### config.mk
export PLATFORM = sky130hd
export DESIGN_NAME = lsu_top
export DESIGN_NICKNAME = d
export VERILOG_FILES = /design/src/verilog/lsu_types_pkg.sv /design/src/verilog/lsu_bus_pkg.sv /design/src/verilog/lsu_top.sv /design/src/verilog/lsu_fence_tracker.sv /design/src/verilog/lsu_wait_timer.sv /design/src/verilog/lsu_bus_fsm.sv /design/src/verilog/lsu_load_extender.sv /design/src/verilog/lsu_byte_lanes.sv
export SDC_FILE = /design/constraint.sdc
export NUM_CORES = 1
export LEC_CHECK = 0
export BUFFER_PORTS_ARGS = -buffer_cell sky130_fd_sc_hd__buf_4
export CAP_MARGIN = 20
export CORE_MARGIN = 1.5
export CORE_UTILIZATION = 35
export CTS_CLUSTER_SIZE = 30
export DETAILED_ROUTE_END_ITERATION = 10
export PLACE_DENSITY_LB_ADDON = 0.15
export SYNTH_ARGS = -nofsm -noshare
export SYNTH_HDL_FRONTEND = slang
export SYNTH_SLANG_ARGS = --single-unit
### constraint.sdc
create_clock -name CLK -period 2.2 [get_ports CLK]
set_input_delay 0.33 -clock CLK [delete_from_list [all_inputs] [get_ports CLK]]
set_output_delay 0.33 -clock CLK [all_outputs]
set_load 0.005 [all_outputs]
### src/verilog/lsu_types_pkg.sv
////////////////////
// lsu access types
// core request, response and access kinds
////////////////////
package lsu_types_pkg;

    // data or address word
    typedef logic [31:0] word_t;

    // one enable per byte lane, lane 0 at the lowest address
    typedef logic [3:0] byte_en_t;

    typedef enum logic [3:0] {
        LB  = 4'd0,
        LBU = 4'd1,
        LH  = 4'd2,
        LHU = 4'd3,
        LW  = 4'd4,
        SB  = 4'd5,
        SH  = 4'd6,
        SW  = 4'd7
    } access_e;

    typedef enum logic [1:0] {
        LSU_OK         = 2'd0,
        LSU_MISALIGNED = 2'd1,
        LSU_BUS_ERROR  = 2'd2
    } lsu_status_e;

    typedef struct packed {
        word_t   addr;
        word_t   store_data;
        access_e kind;
    } lsu_req_t;

    typedef struct packed {
        word_t       load_data;
        lsu_status_e status;
    } lsu_resp_t;

endpackage
### src/verilog/lsu_bus_pkg.sv
////////////////////
// lsu memory bus types
// bus command, controller states, timeout
////////////////////
package lsu_bus_pkg;

    // word-aligned command held stable while mem_req is high
    typedef struct packed {
        lsu_types_pkg::word_t    addr;
        lsu_types_pkg::word_t    wdata;
        lsu_types_pkg::byte_en_t byte_en;
        logic                    wen;
    } bus_cmd_t;

    typedef enum logic [2:0] {
        IDLE,
        BUS_REQ,
        WAIT_ACK,
        WAIT_RELEASE,
        RESPOND,
        FINISH
    } bus_state_e;

    // cycles allowed in WAIT_ACK before a bus error
    localparam int unsigned BUS_TIMEOUT_CYCLES = 16;
    localparam int unsigned TIMER_W = 5;
    localparam logic [TIMER_W-1:0] TIMEOUT_COUNT = TIMER_W'(BUS_TIMEOUT_CYCLES);

endpackage

### src/verilog/lsu_top.sv
////////////////////
// lsu top level
// load-store unit for a small rv32 core
////////////////////
`timescale 1ns/1ps

module lsu_top (
    input  logic                      CLK,
    input  logic                      nRST,
    input  logic                      cpu_req,
    input  lsu_types_pkg::lsu_req_t   cpu_cmd,
    output logic                      cpu_ack,
    output lsu_types_pkg::lsu_resp_t  cpu_resp,
    output logic                      mem_req,
    output lsu_bus_pkg::bus_cmd_t     mem_cmd,
    input  logic                      mem_ack,
    input  lsu_types_pkg::word_t      mem_rdata,
    input  logic                      ifence,
    output logic                      icache_flush,
    output logic                      dcache_flush,
    input  logic                      iflush_done,
    input  logic                      dflush_done,
    output logic                      fence_stall
);

    lsu_types_pkg::byte_en_t    byte_en;
    lsu_types_pkg::word_t       wdata;
    lsu_types_pkg::word_t       rdata_q;
    lsu_types_pkg::word_t       load_data;
    lsu_types_pkg::lsu_status_e status;
    logic                       misaligned;
    logic                       timeout;
    logic                       timer_run;
    logic                       is_store;

    assign is_store = (cpu_cmd.kind == lsu_types_pkg::SB) ||
                      (cpu_cmd.kind == lsu_types_pkg::SH) ||
                      (cpu_cmd.kind == lsu_types_pkg::SW);

    // word-aligned bus command
    assign mem_cmd.addr    = {cpu_cmd.addr[31:2], 2'b00};
    assign mem_cmd.wdata   = wdata;
    assign mem_cmd.byte_en = byte_en;
    assign mem_cmd.wen     = is_store;

    assign cpu_resp.load_data = load_data;
    assign cpu_resp.status    = status;

    lsu_byte_lanes u_lanes (
        .cmd        (cpu_cmd),
        .byte_en    (byte_en),
        .wdata      (wdata),
        .misaligned (misaligned)
    );

    lsu_load_extender u_ext (
        .rdata     (rdata_q),
        .kind      (cpu_cmd.kind),
        .byte_en   (byte_en),
        .load_data (load_data)
    );

    lsu_bus_fsm u_fsm (
        .CLK        (CLK),
        .nRST       (nRST),
        .cpu_req    (cpu_req),
        .cpu_ack    (cpu_ack),
        .misaligned (misaligned),
        .stall      (fence_stall),
        .timeout    (timeout),
        .timer_run  (timer_run),
        .mem_req    (mem_req),
        .mem_ack    (mem_ack),
        .mem_rdata  (mem_rdata),
        .rdata_q    (rdata_q),
        .status     (status)
    );

    lsu_wait_timer u_timer (
        .CLK     (CLK),
        .nRST    (nRST),
        .run     (timer_run),
        .timeout (timeout)
    );

    lsu_fence_tracker u_fence (
        .CLK          (CLK),
        .nRST         (nRST),
        .ifence       (ifence),
        .icache_flush (icache_flush),
        .dcache_flush (dcache_flush),
        .iflush_done  (iflush_done),
        .dflush_done  (dflush_done),
        .fence_stall  (fence_stall)
    );

endmodule

### src/verilog/lsu_fence_tracker.sv
////////////////////
// lsu fence tracker
// flush pulses and stall until both caches are done
////////////////////
`timescale 1ns/1ps

module lsu_fence_tracker (
    input  logic CLK,
    input  logic nRST,
    input  logic ifence,
    output logic icache_flush,
    output logic dcache_flush,
    input  logic iflush_done,
    input  logic dflush_done,
    output logic fence_stall
);

    logic ifence_q;
    logic flush_pulse;
    logic iflushed;
    logic dflushed;

    always_ff @(posedge CLK, negedge nRST) begin
        if (!nRST) begin
            ifence_q    <= 1'b0;
            flush_pulse <= 1'b0;
            iflushed    <= 1'b1;
            dflushed    <= 1'b1;
        end else begin
            ifence_q    <= ifence;
            flush_pulse <= ifence && !ifence_q;
            // a done in the pulse cycle wins over the clear
            if (iflush_done) begin
                iflushed <= 1'b1;
            end else if (flush_pulse) begin
                iflushed <= 1'b0;
            end
            if (dflush_done) begin
                dflushed <= 1'b1;
            end else if (flush_pulse) begin
                dflushed <= 1'b0;
            end
        end
    end

    assign icache_flush = flush_pulse;
    assign dcache_flush = flush_pulse;

    // pulse cycle covers the gap before the flags clear
    assign fence_stall = flush_pulse || !(iflushed && dflushed);

    single_flush: assert property (@(posedge CLK) disable iff (!nRST)
        icache_flush |=> !icache_flush)
        else $error("icache_flush held for more than one cycle");

endmodule

### src/verilog/lsu_wait_timer.sv
////////////////////
// lsu wait timer
// flags a memory ack that never comes
////////////////////
`timescale 1ns/1ps

module lsu_wait_timer (
    input  logic CLK,
    input  logic nRST,
    input  logic run,
    output logic timeout
);

    logic [lsu_bus_pkg::TIMER_W-1:0] count;

    always_ff @(posedge CLK, negedge nRST) begin
        if (!nRST) begin
            count <= '0;
        end else if (!run) begin
            count <= '0;
        end else if (!timeout) begin
            count <= count + 1'b1;
        end
    end

    // saturates, so timeout holds until run drops
    assign timeout = (count == lsu_bus_pkg::TIMEOUT_COUNT);

endmodule

### src/verilog/lsu_bus_fsm.sv
////////////////////
// lsu bus controller
// core and memory four-phase handshakes
////////////////////
`timescale 1ns/1ps

module lsu_bus_fsm (
    input  logic                         CLK,
    input  logic                         nRST,
    input  logic                         cpu_req,
    output logic                         cpu_ack,
    input  logic                         misaligned,
    input  logic                         stall,
    input  logic                         timeout,
    output logic                         timer_run,
    output logic                         mem_req,
    input  logic                         mem_ack,
    input  lsu_types_pkg::word_t         mem_rdata,
    output lsu_types_pkg::word_t         rdata_q,
    output lsu_types_pkg::lsu_status_e   status
);

    lsu_bus_pkg::bus_state_e state;
    lsu_bus_pkg::bus_state_e next_state;
    logic                    start;

    // request sampled in IDLE unless a fence holds it off
    assign start = (state == lsu_bus_pkg::IDLE) && cpu_req && !stall;

    always_ff @(posedge CLK, negedge nRST) begin
        if (!nRST) begin
            state  <= lsu_bus_pkg::IDLE;
            status <= lsu_types_pkg::LSU_OK;
        end else begin
            state <= next_state;
            if (start) begin
                status <= misaligned ? lsu_types_pkg::LSU_MISALIGNED : lsu_types_pkg::LSU_OK;
            end else if ((state == lsu_bus_pkg::WAIT_ACK) && !mem_ack && timeout) begin
                status <= lsu_types_pkg::LSU_BUS_ERROR;
            end
        end
    end

    // cleared at start so misaligned and timed-out accesses return zero
    always_ff @(posedge CLK) begin
        if (start) begin
            rdata_q <= '0;
        end else if ((state == lsu_bus_pkg::WAIT_ACK) && mem_ack) begin
            rdata_q <= mem_rdata;
        end
    end

    always_comb begin
        next_state = state;
        case (state)
            lsu_bus_pkg::IDLE: begin
                if (start) begin
                    next_state = misaligned ? lsu_bus_pkg::RESPOND : lsu_bus_pkg::BUS_REQ;
                end
            end
            lsu_bus_pkg::BUS_REQ: begin
                next_state = lsu_bus_pkg::WAIT_ACK;
            end
            lsu_bus_pkg::WAIT_ACK: begin
                if (mem_ack || timeout) begin
                    next_state = lsu_bus_pkg::WAIT_RELEASE;
                end
            end
            lsu_bus_pkg::WAIT_RELEASE: begin
                // memory must drop its ack before the core is answered
                if (!mem_ack) begin
                    next_state = lsu_bus_pkg::RESPOND;
                end
            end
            lsu_bus_pkg::RESPOND: begin
                if (!cpu_req) begin
                    next_state = lsu_bus_pkg::FINISH;
                end
            end
            default: begin
                next_state = lsu_bus_pkg::IDLE;
            end
        endcase
    end

    assign mem_req   = (state == lsu_bus_pkg::BUS_REQ) || (state == lsu_bus_pkg::WAIT_ACK);
    assign timer_run = (state == lsu_bus_pkg::WAIT_ACK);
    assign cpu_ack   = (state == lsu_bus_pkg::RESPOND) || (state == lsu_bus_pkg::FINISH);

    mem_req_rise: assert property (@(posedge CLK) disable iff (!nRST)
        $rose(mem_req) |-> (state == lsu_bus_pkg::BUS_REQ))
        else $error("mem_req rose outside BUS_REQ");

    // core may drop its request as soon as it sees the ack
    ack_needs_req: assert property (@(posedge CLK) disable iff (!nRST)
        $rose(cpu_ack) |-> $past(cpu_req))
        else $error("cpu_ack rose with no core request");

endmodule

### src/verilog/lsu_load_extender.sv
////////////////////
// lsu load extender
// picks byte or halfword and extends it
////////////////////
`timescale 1ns/1ps

module lsu_load_extender (
    input  lsu_types_pkg::word_t    rdata,
    input  lsu_types_pkg::access_e  kind,
    input  lsu_types_pkg::byte_en_t byte_en,
    output lsu_types_pkg::word_t    load_data
);

    logic [7:0]  sel_byte;
    logic [15:0] sel_half;

    // addressed byte from the one-hot enable
    always_comb begin
        case (byte_en)
            4'b0010: sel_byte = rdata[15:8];
            4'b0100: sel_byte = rdata[23:16];
            4'b1000: sel_byte = rdata[31:24];
            default: sel_byte = rdata[7:0];
        endcase
    end

    // upper pair when lane 2 is enabled
    assign sel_half = byte_en[2] ? rdata[31:16] : rdata[15:0];

    always_comb begin
        case (kind)
            lsu_types_pkg::LB:  load_data = {{24{sel_byte[7]}}, sel_byte};
            lsu_types_pkg::LBU: load_data = {24'b0, sel_byte};
            lsu_types_pkg::LH:  load_data = {{16{sel_half[15]}}, sel_half};
            lsu_types_pkg::LHU: load_data = {16'b0, sel_half};
            lsu_types_pkg::LW:  load_data = rdata;
            // stores return nothing
            default:            load_data = '0;
        endcase
    end

endmodule

### src/verilog/lsu_byte_lanes.sv
////////////////////
// lsu byte lanes
// byte enables, alignment check, store replication
////////////////////
`timescale 1ns/1ps

module lsu_byte_lanes (
    input  lsu_types_pkg::lsu_req_t cmd,
    output lsu_types_pkg::byte_en_t byte_en,
    output lsu_types_pkg::word_t    wdata,
    output logic                    misaligned
);

    logic [1:0] offset;

    assign offset = cmd.addr[1:0];

    // lane enables and alignment from the low address bits
    always_comb begin
        byte_en    = '0;
        misaligned = 1'b0;
        case (cmd.kind)
            lsu_types_pkg::LB,
            lsu_types_pkg::LBU,
            lsu_types_pkg::SB: begin
                byte_en = 4'b0001 << offset;
            end
            lsu_types_pkg::LH,
            lsu_types_pkg::LHU,
            lsu_types_pkg::SH: begin
                misaligned = offset[0];
                if (!offset[0]) begin
                    byte_en = offset[1] ? 4'b1100 : 4'b0011;
                end
            end
            lsu_types_pkg::LW,
            lsu_types_pkg::SW: begin
                misaligned = (offset != 2'b00);
                if (offset == 2'b00) begin
                    byte_en = 4'b1111;
                end
            end
            default: begin
                // unknown kind is kept off the bus
                misaligned = 1'b1;
            end
        endcase
    end

    // store data copied to every lane, memory keeps only the enabled ones
    always_comb begin
        case (cmd.kind)
            lsu_types_pkg::SB: begin
                wdata = {4{cmd.store_data[7:0]}};
            end
            lsu_types_pkg::SH: begin
                wdata = {2{cmd.store_data[15:0]}};
            end
            default: begin
                wdata = cmd.store_data;
            end
        endcase
    end

    lanes_enabled: assert final (misaligned || (byte_en != '0))
        else $error("aligned access with no byte lane enabled");

endmodule

Yosys cells after proc, flatten, opt, wreduce, memory -nomap -nowiden
Index checks and enable logic that the tools add are counted.
{ "op_classes": {"n_addsub": 1, "n_mul": 0, "n_div": 0, "n_lt_le_gt_ge": 0, "eq_ne": 21, "n_shift": 1, "muxes": 23, "n_bitwise": 0, "reduce_logical": 28} }
{ "op_table": {"columns": ["cell", "count"], "rows": [
  ["32-bit case mux with 5 select lines", 1],
  ["32-bit case mux with 2 select lines", 1],
  ["8-bit case mux with 3 select lines", 1],
  ["4-bit by 3-bit equality test with 1-bit output, second input constant", 5],
  ["16-bit 2-to-1 mux", 1],
  ["3-bit 2-to-1 mux", 5],
  ["3-bit case mux with 5 select lines", 1],
  ["4-bit by 2-bit equality test with 1-bit output, second input constant", 3],
  ["4-bit 2-to-1 mux", 3],
  ["4-bit case mux with 3 select lines", 1],
  ["5-bit 2-to-1 mux", 2],
  ["2-bit != test, second input constant", 4],
  ["2-bit nonzero test", 4],
  ["1-bit logical AND", 7],
  ["3-bit by 2-bit equality test with 1-bit output, second input constant", 2],
  ["3-bit equality test, second input constant", 2],
  ["1-bit logical OR", 6],
  ["3-bit OR reduction", 2],
  ["5-bit by 1-bit adder with 5-bit output, second input constant", 1],
  ["5-bit equality test, second input constant", 1],
  ["4-bit by 1-bit equality test with 1-bit output, second input constant", 1],
  ["4-bit equality test, second input constant", 1],
  ["1-bit zero test", 4],
  ["4-bit zero test", 1],
  ["other kinds (10)", 14]
]} }
{ "word_totals": {"register_bits": 46, "latchBits": 0, "ramBits": 0, "rom_bits": 0, "input_bits": 107, "output_inout_bits": 108, "wordCells": 82, "memories": 0} }

Logic depth before layout (Yosys ltp)
{ "depth": {"depth_word": 7, "ltp_mapped": 8, "mapped_depth_nobuf": 7} }

Hierarchy
From an unflattened synthesis, not the netlist that was laid out.
{ "hier_totals": {"hier_cells": 484, "hier_area_um2": 3727.3} }
{ "modules_own_cells": {"columns": ["mod", "instances", "cells_each", "area_per_inst_um2", "seq_area_each_um2"], "rows": [
  ["lsu_bus_fsm", 1, 176, 1602.8, 765.7],
  ["lsu_byte_lanes", 1, 125, 749.5, 0.0],
  ["lsu_load_extender", 1, 110, 688.2, 0.0],
  ["lsu_wait_timer", 1, 27, 279.0, 125.1],
  ["lsu_top", 1, 36, 267.8, 0.0],
  ["lsu_fence_tracker", 1, 10, 140.1, 102.6]
]} }

Worst setup path after synthesis
OpenSTA, ideal clock, no wires.
{ "synth_timing": {"path_type": "input -> output", "from": "in cpu_cmd[0] (netlist bit)", "to": "out cpu_resp[21] (netlist bit)", "arrival_ns": 1.537, "required_time_ns": 1.870, "path_slack_ns": 0.333, "path_stages": 7, "path_buffers": 2, "cell_sequence": "buf_6 > nor2b_4 > or3_4 > o2111ai_4 > o211a_4 > buf_8 > nand2_1"} }
{ "synth_lines": {"columns": ["item", "line_no", "text"], "rows": [
  ["start: declaration", "lsu_top.sv:11", "input lsu_types_pkg::lsu_req_t cpu_cmd,"],
  ["end: declaration", "lsu_top.sv:13", "output lsu_types_pkg::lsu_resp_t cpu_resp,"]
]} }

==> results.py <==
metrics = {
    "outcome": {
        "outcome": "complete, no violations",
    },
    "timing": {
        "timing_hold_violations_final": 0,
        "fin_crit_ns": 2.09,
        "min_period_over_period": 0.950,
        "setup_viol": 0,
        "hold-worst-slack_ns": 0.131,
        "drv_slew": 0,
        "fmax_ghz": 0.479,
        "clock_skew_ns": 0.0124,
    },
    "setup_path": {
        "cp-start-kind": "primary input",
        "r2r-start": "u_fsm.state[2]$_DFFE_PN0P_",
        "crit_type": "in -> out",
        "rrSetupSlack_ns": 0.38,
        "worstPathMaxFanout": 16,
        "endpoint": "cpu_resp[19]",
        "r2r_cells": 6,
        "arrival_ns": 1.76,
        "timing.rr.end": "u_fsm.rdata_q[12]$_SDFFE_PP0P_",
        "crit_start": "cpu_cmd[2]",
        "required_ns": 1.87,
        "cp-end-kind": "primary output",
    },
    "logic_synthesis": {
        "synth_common_cells": "nand2_1 (115), buf_4 (45), a21oi_1 (43)",
        "seq_area_frac_synth": 0.303,
        "synthXorXnorAreaFrac": 0.0187,
        "async_flop_share": 0.304,
        "ys_ff_latch": 46,
        "synthCells": 433,
        "yosysMostFrequentCell": "nand2_1",
        "synth_top_family_by_area": "simple AND/OR/NAND/NOR gates",
        "yosysWarnings": 0,
        "netlist.area_leader.share": 0.195,
        "synth_area_leaders": "dfxtp_1 (20%), nand2_1 (13%), buf_4 (10%)",
        "synthSimpleGateAreaFrac": 0.236,
        "synthMuxAreaShare": 0.0796,
        "synth_edf_count": 0,
        "ys_types": 53,
        "synth_fa_ha_area_frac": 0.00762,
        "synth-compound-area-share": 0.201,
        "synth_ff_type": "dfxtp_1",
        "netlist_area_um2": 3280,
        "synth.avg_cell_area_um2": 7.58,
        "yosys.area.top_type": "dfxtp_1",
    },
    "grt": {
        "antenna_found_initial": 0,
        "grt_overflow": 0,
        "grt_max_degree": 36,
        "grt_pass1_wl_um": 15700,
        "grt_pass1_vias": 3212,
        "gr-usage-all-layers": 0.195,
    },
    "die": {
        "ioPinCount": 215,
        "die_h_um": 99.9,
        "num_rows": 35,
        "coreArea_um2": 9150,
        "start_util": 0.359,
        "dieArea_um2": 9970,
        "die_width_um": 99.9,
    },
    "drt": {
        "drt_wl_total_um": 10300,
        "drtIter0Drc": 156,
        "viasPerCell": 5.16,
        "first_pass_iters": 4,
        "drc": 0,
        "via_count": 3357,
        "wl_per_cell_um": 15.8,
        "ant_nets": 0,
    },
    "cts": {
        "cts-root-buf": "clkbuf_8",
        "clk_latency_ns": 0.30,
        "cts.clk_slew.worst_paths_ns": 0.10,
        "cts_sinks": 46,
        "cts_buffer_depth": 2,
        "htree_num_levels": 2,
        "cts_made_buffers": 5,
        "cts_tree": "built",
        "cts_setup_buffers": 0,
    },
    "placed_design": {
        "place_hpwl_um": 7740,
        "gp_congestion": 0.873,
        "dp.cells": 642,
        "placed_cell_area_um2": 4240,
        "port_buffers": 152,
    },
    "power_and_ir_drop": {
        "powerDensity_nw_per_um2": 775,
        "vdd_drop_max_v": 0.000332,
        "leakage_nw": 2.11,
    },
    "layout": {
        "drive_above_1_share": 0.380,
        "layoutNonFillerInstCount": 651,
        "syn_to_final_growth_pct": 32.4,
        "finalNetCount": 648,
        "fillCellCount": 935,
        "fin_area_um2": 4350,
        "antenna_cells": 0,
        "fin_util": 0.475,
    },
    "min_path": {
        "holdCritPathClass": "in -> reg",
    },
    "run": {
        "maxCapViolCount": 0,
    },
}
==> logic make-up after synthesis <==
kind of cell | count (synthesis)
simple gates | 177
other cells | 1
mux | 24
xor+xnor | 7
flops | 46
fa+ha+maj | 2
compound gates | 96
buf+inv | 80
==> final cells by class <==
type                       count  area (um2)  area share
timing repair buffer         167        1270       0.292
clock inverter                 3        20.0     0.00461
clock buffer                   5        68.8      0.0158
tap                          111         139      0.0320
inverter                      11        41.3     0.00950
multi-input combinational    308        1810       0.418
sequential                    46         993       0.229
==> metrics by stage <==
| step | TNS [ns] | setup WS [ns] | power [mW] |
|---|---|---|---|
| finish | 0 | 0.111 | 3.37 |
| global route | -0.00605 | -0.00429 | 3.64 |
| CTS | 0 | 0.0107 | 3.39 |
| detailed placement | 0 | 0.0141 | 2.86 |
| global placement | 0 | 0.00631 | 2.82 |
| floorplan | 0 | 0.333 | 2.30 |
==> cells in the final DEF (no fill, tap or decap), drive strengths merged, types with 2 or more instances in the layout <==
cell,count
o2111ai,2
conb,2
a22oi,8
buf,166
a21o,2
dfrtp,12
nor2,20
a21oi,44
xor2,2
nor2b,5
xnor2,5
and3,2
o21ai,5
or2,2
ha,2
o21a,2
dfstp,2
mux2,17
dfxtp,32
nor3,10
clkbuf,5
or3,2
nand2b,5
a221o,9
nand2,115
o211a,2
and2,2
mux2i,7
o22ai,16
nand3,9
inv,12
==> what timing repair did <==
action / CTS / global route
setup endpoints to repair: 0 / 8
resized for setup: 0 / 2
hold endpoints to repair: 12 / 0
hold buffers: 1 / 0
==> worst max-delay path: stages <==
cell and delay, ns:
buf_4 0.15, nor2b_4 0.14, or3_4 0.35, o2111ai_4 0.22, o211a_4 0.31, nand2_1 0.10, buf_4 0.15
==> worst min-delay path by stage <==
stage | to | slack, ns | start | depth (start not counted)
5_1_grt | u_fence.ifence_q$_DFF_PN0_ | 0.12 | ifence | 1
3_3_place_gp | u_timer.count[1]$_DFFE_PN0P_ | 0.19 | nRST | 1
6_report | u_fence.ifence_q$_DFF_PN0_ | 0.13 | ifence | 1
3_5_place_dp | u_timer.count[1]$_DFFE_PN0P_ | 0.20 | nRST | 1
4_1_cts | u_fence.ifence_q$_DFF_PN0_ | 0.12 | ifence | 1
2_1_floorplan | u_fence.dcache_flush$_DFF_PN0_ | 0.03 | nRST | 0
==> power by group <==
group	internal, mW	switching [mW]	leakage, nW
Sequential	1.15	0.301	0.444
Combinational	0.702	0.692	1.62
Clock	0.224	0.300	0.0422
Total	2.07	1.29	2.11
==> routing by layer <==
metal / track usage / wire [um] / vias up / share of wire
met4: 0.0466 / 162 / 0 / 0.016
li1: - / - / 1646 / -
met3: 0.0425 / 752 / 20 / 0.073
met2: 0.334 / 4940 / 123 / 0.48
met5: 0 / 0 / - / 0
met1: 0.251 / 4410 / 1568 / 0.43
==> sequential cells by signal, summed over array words and instances, names as in the netlist <==
name                  cells
u_fsm.rdata_q            32
u_timer.count             5
u_fsm.state               3
u_fsm.status              2
u_fence.dcache_flush      1
u_fence.dflushed          1
u_fence.ifence_q          1
u_fence.iflushed          1
Power figures use the tool's default switching activity.
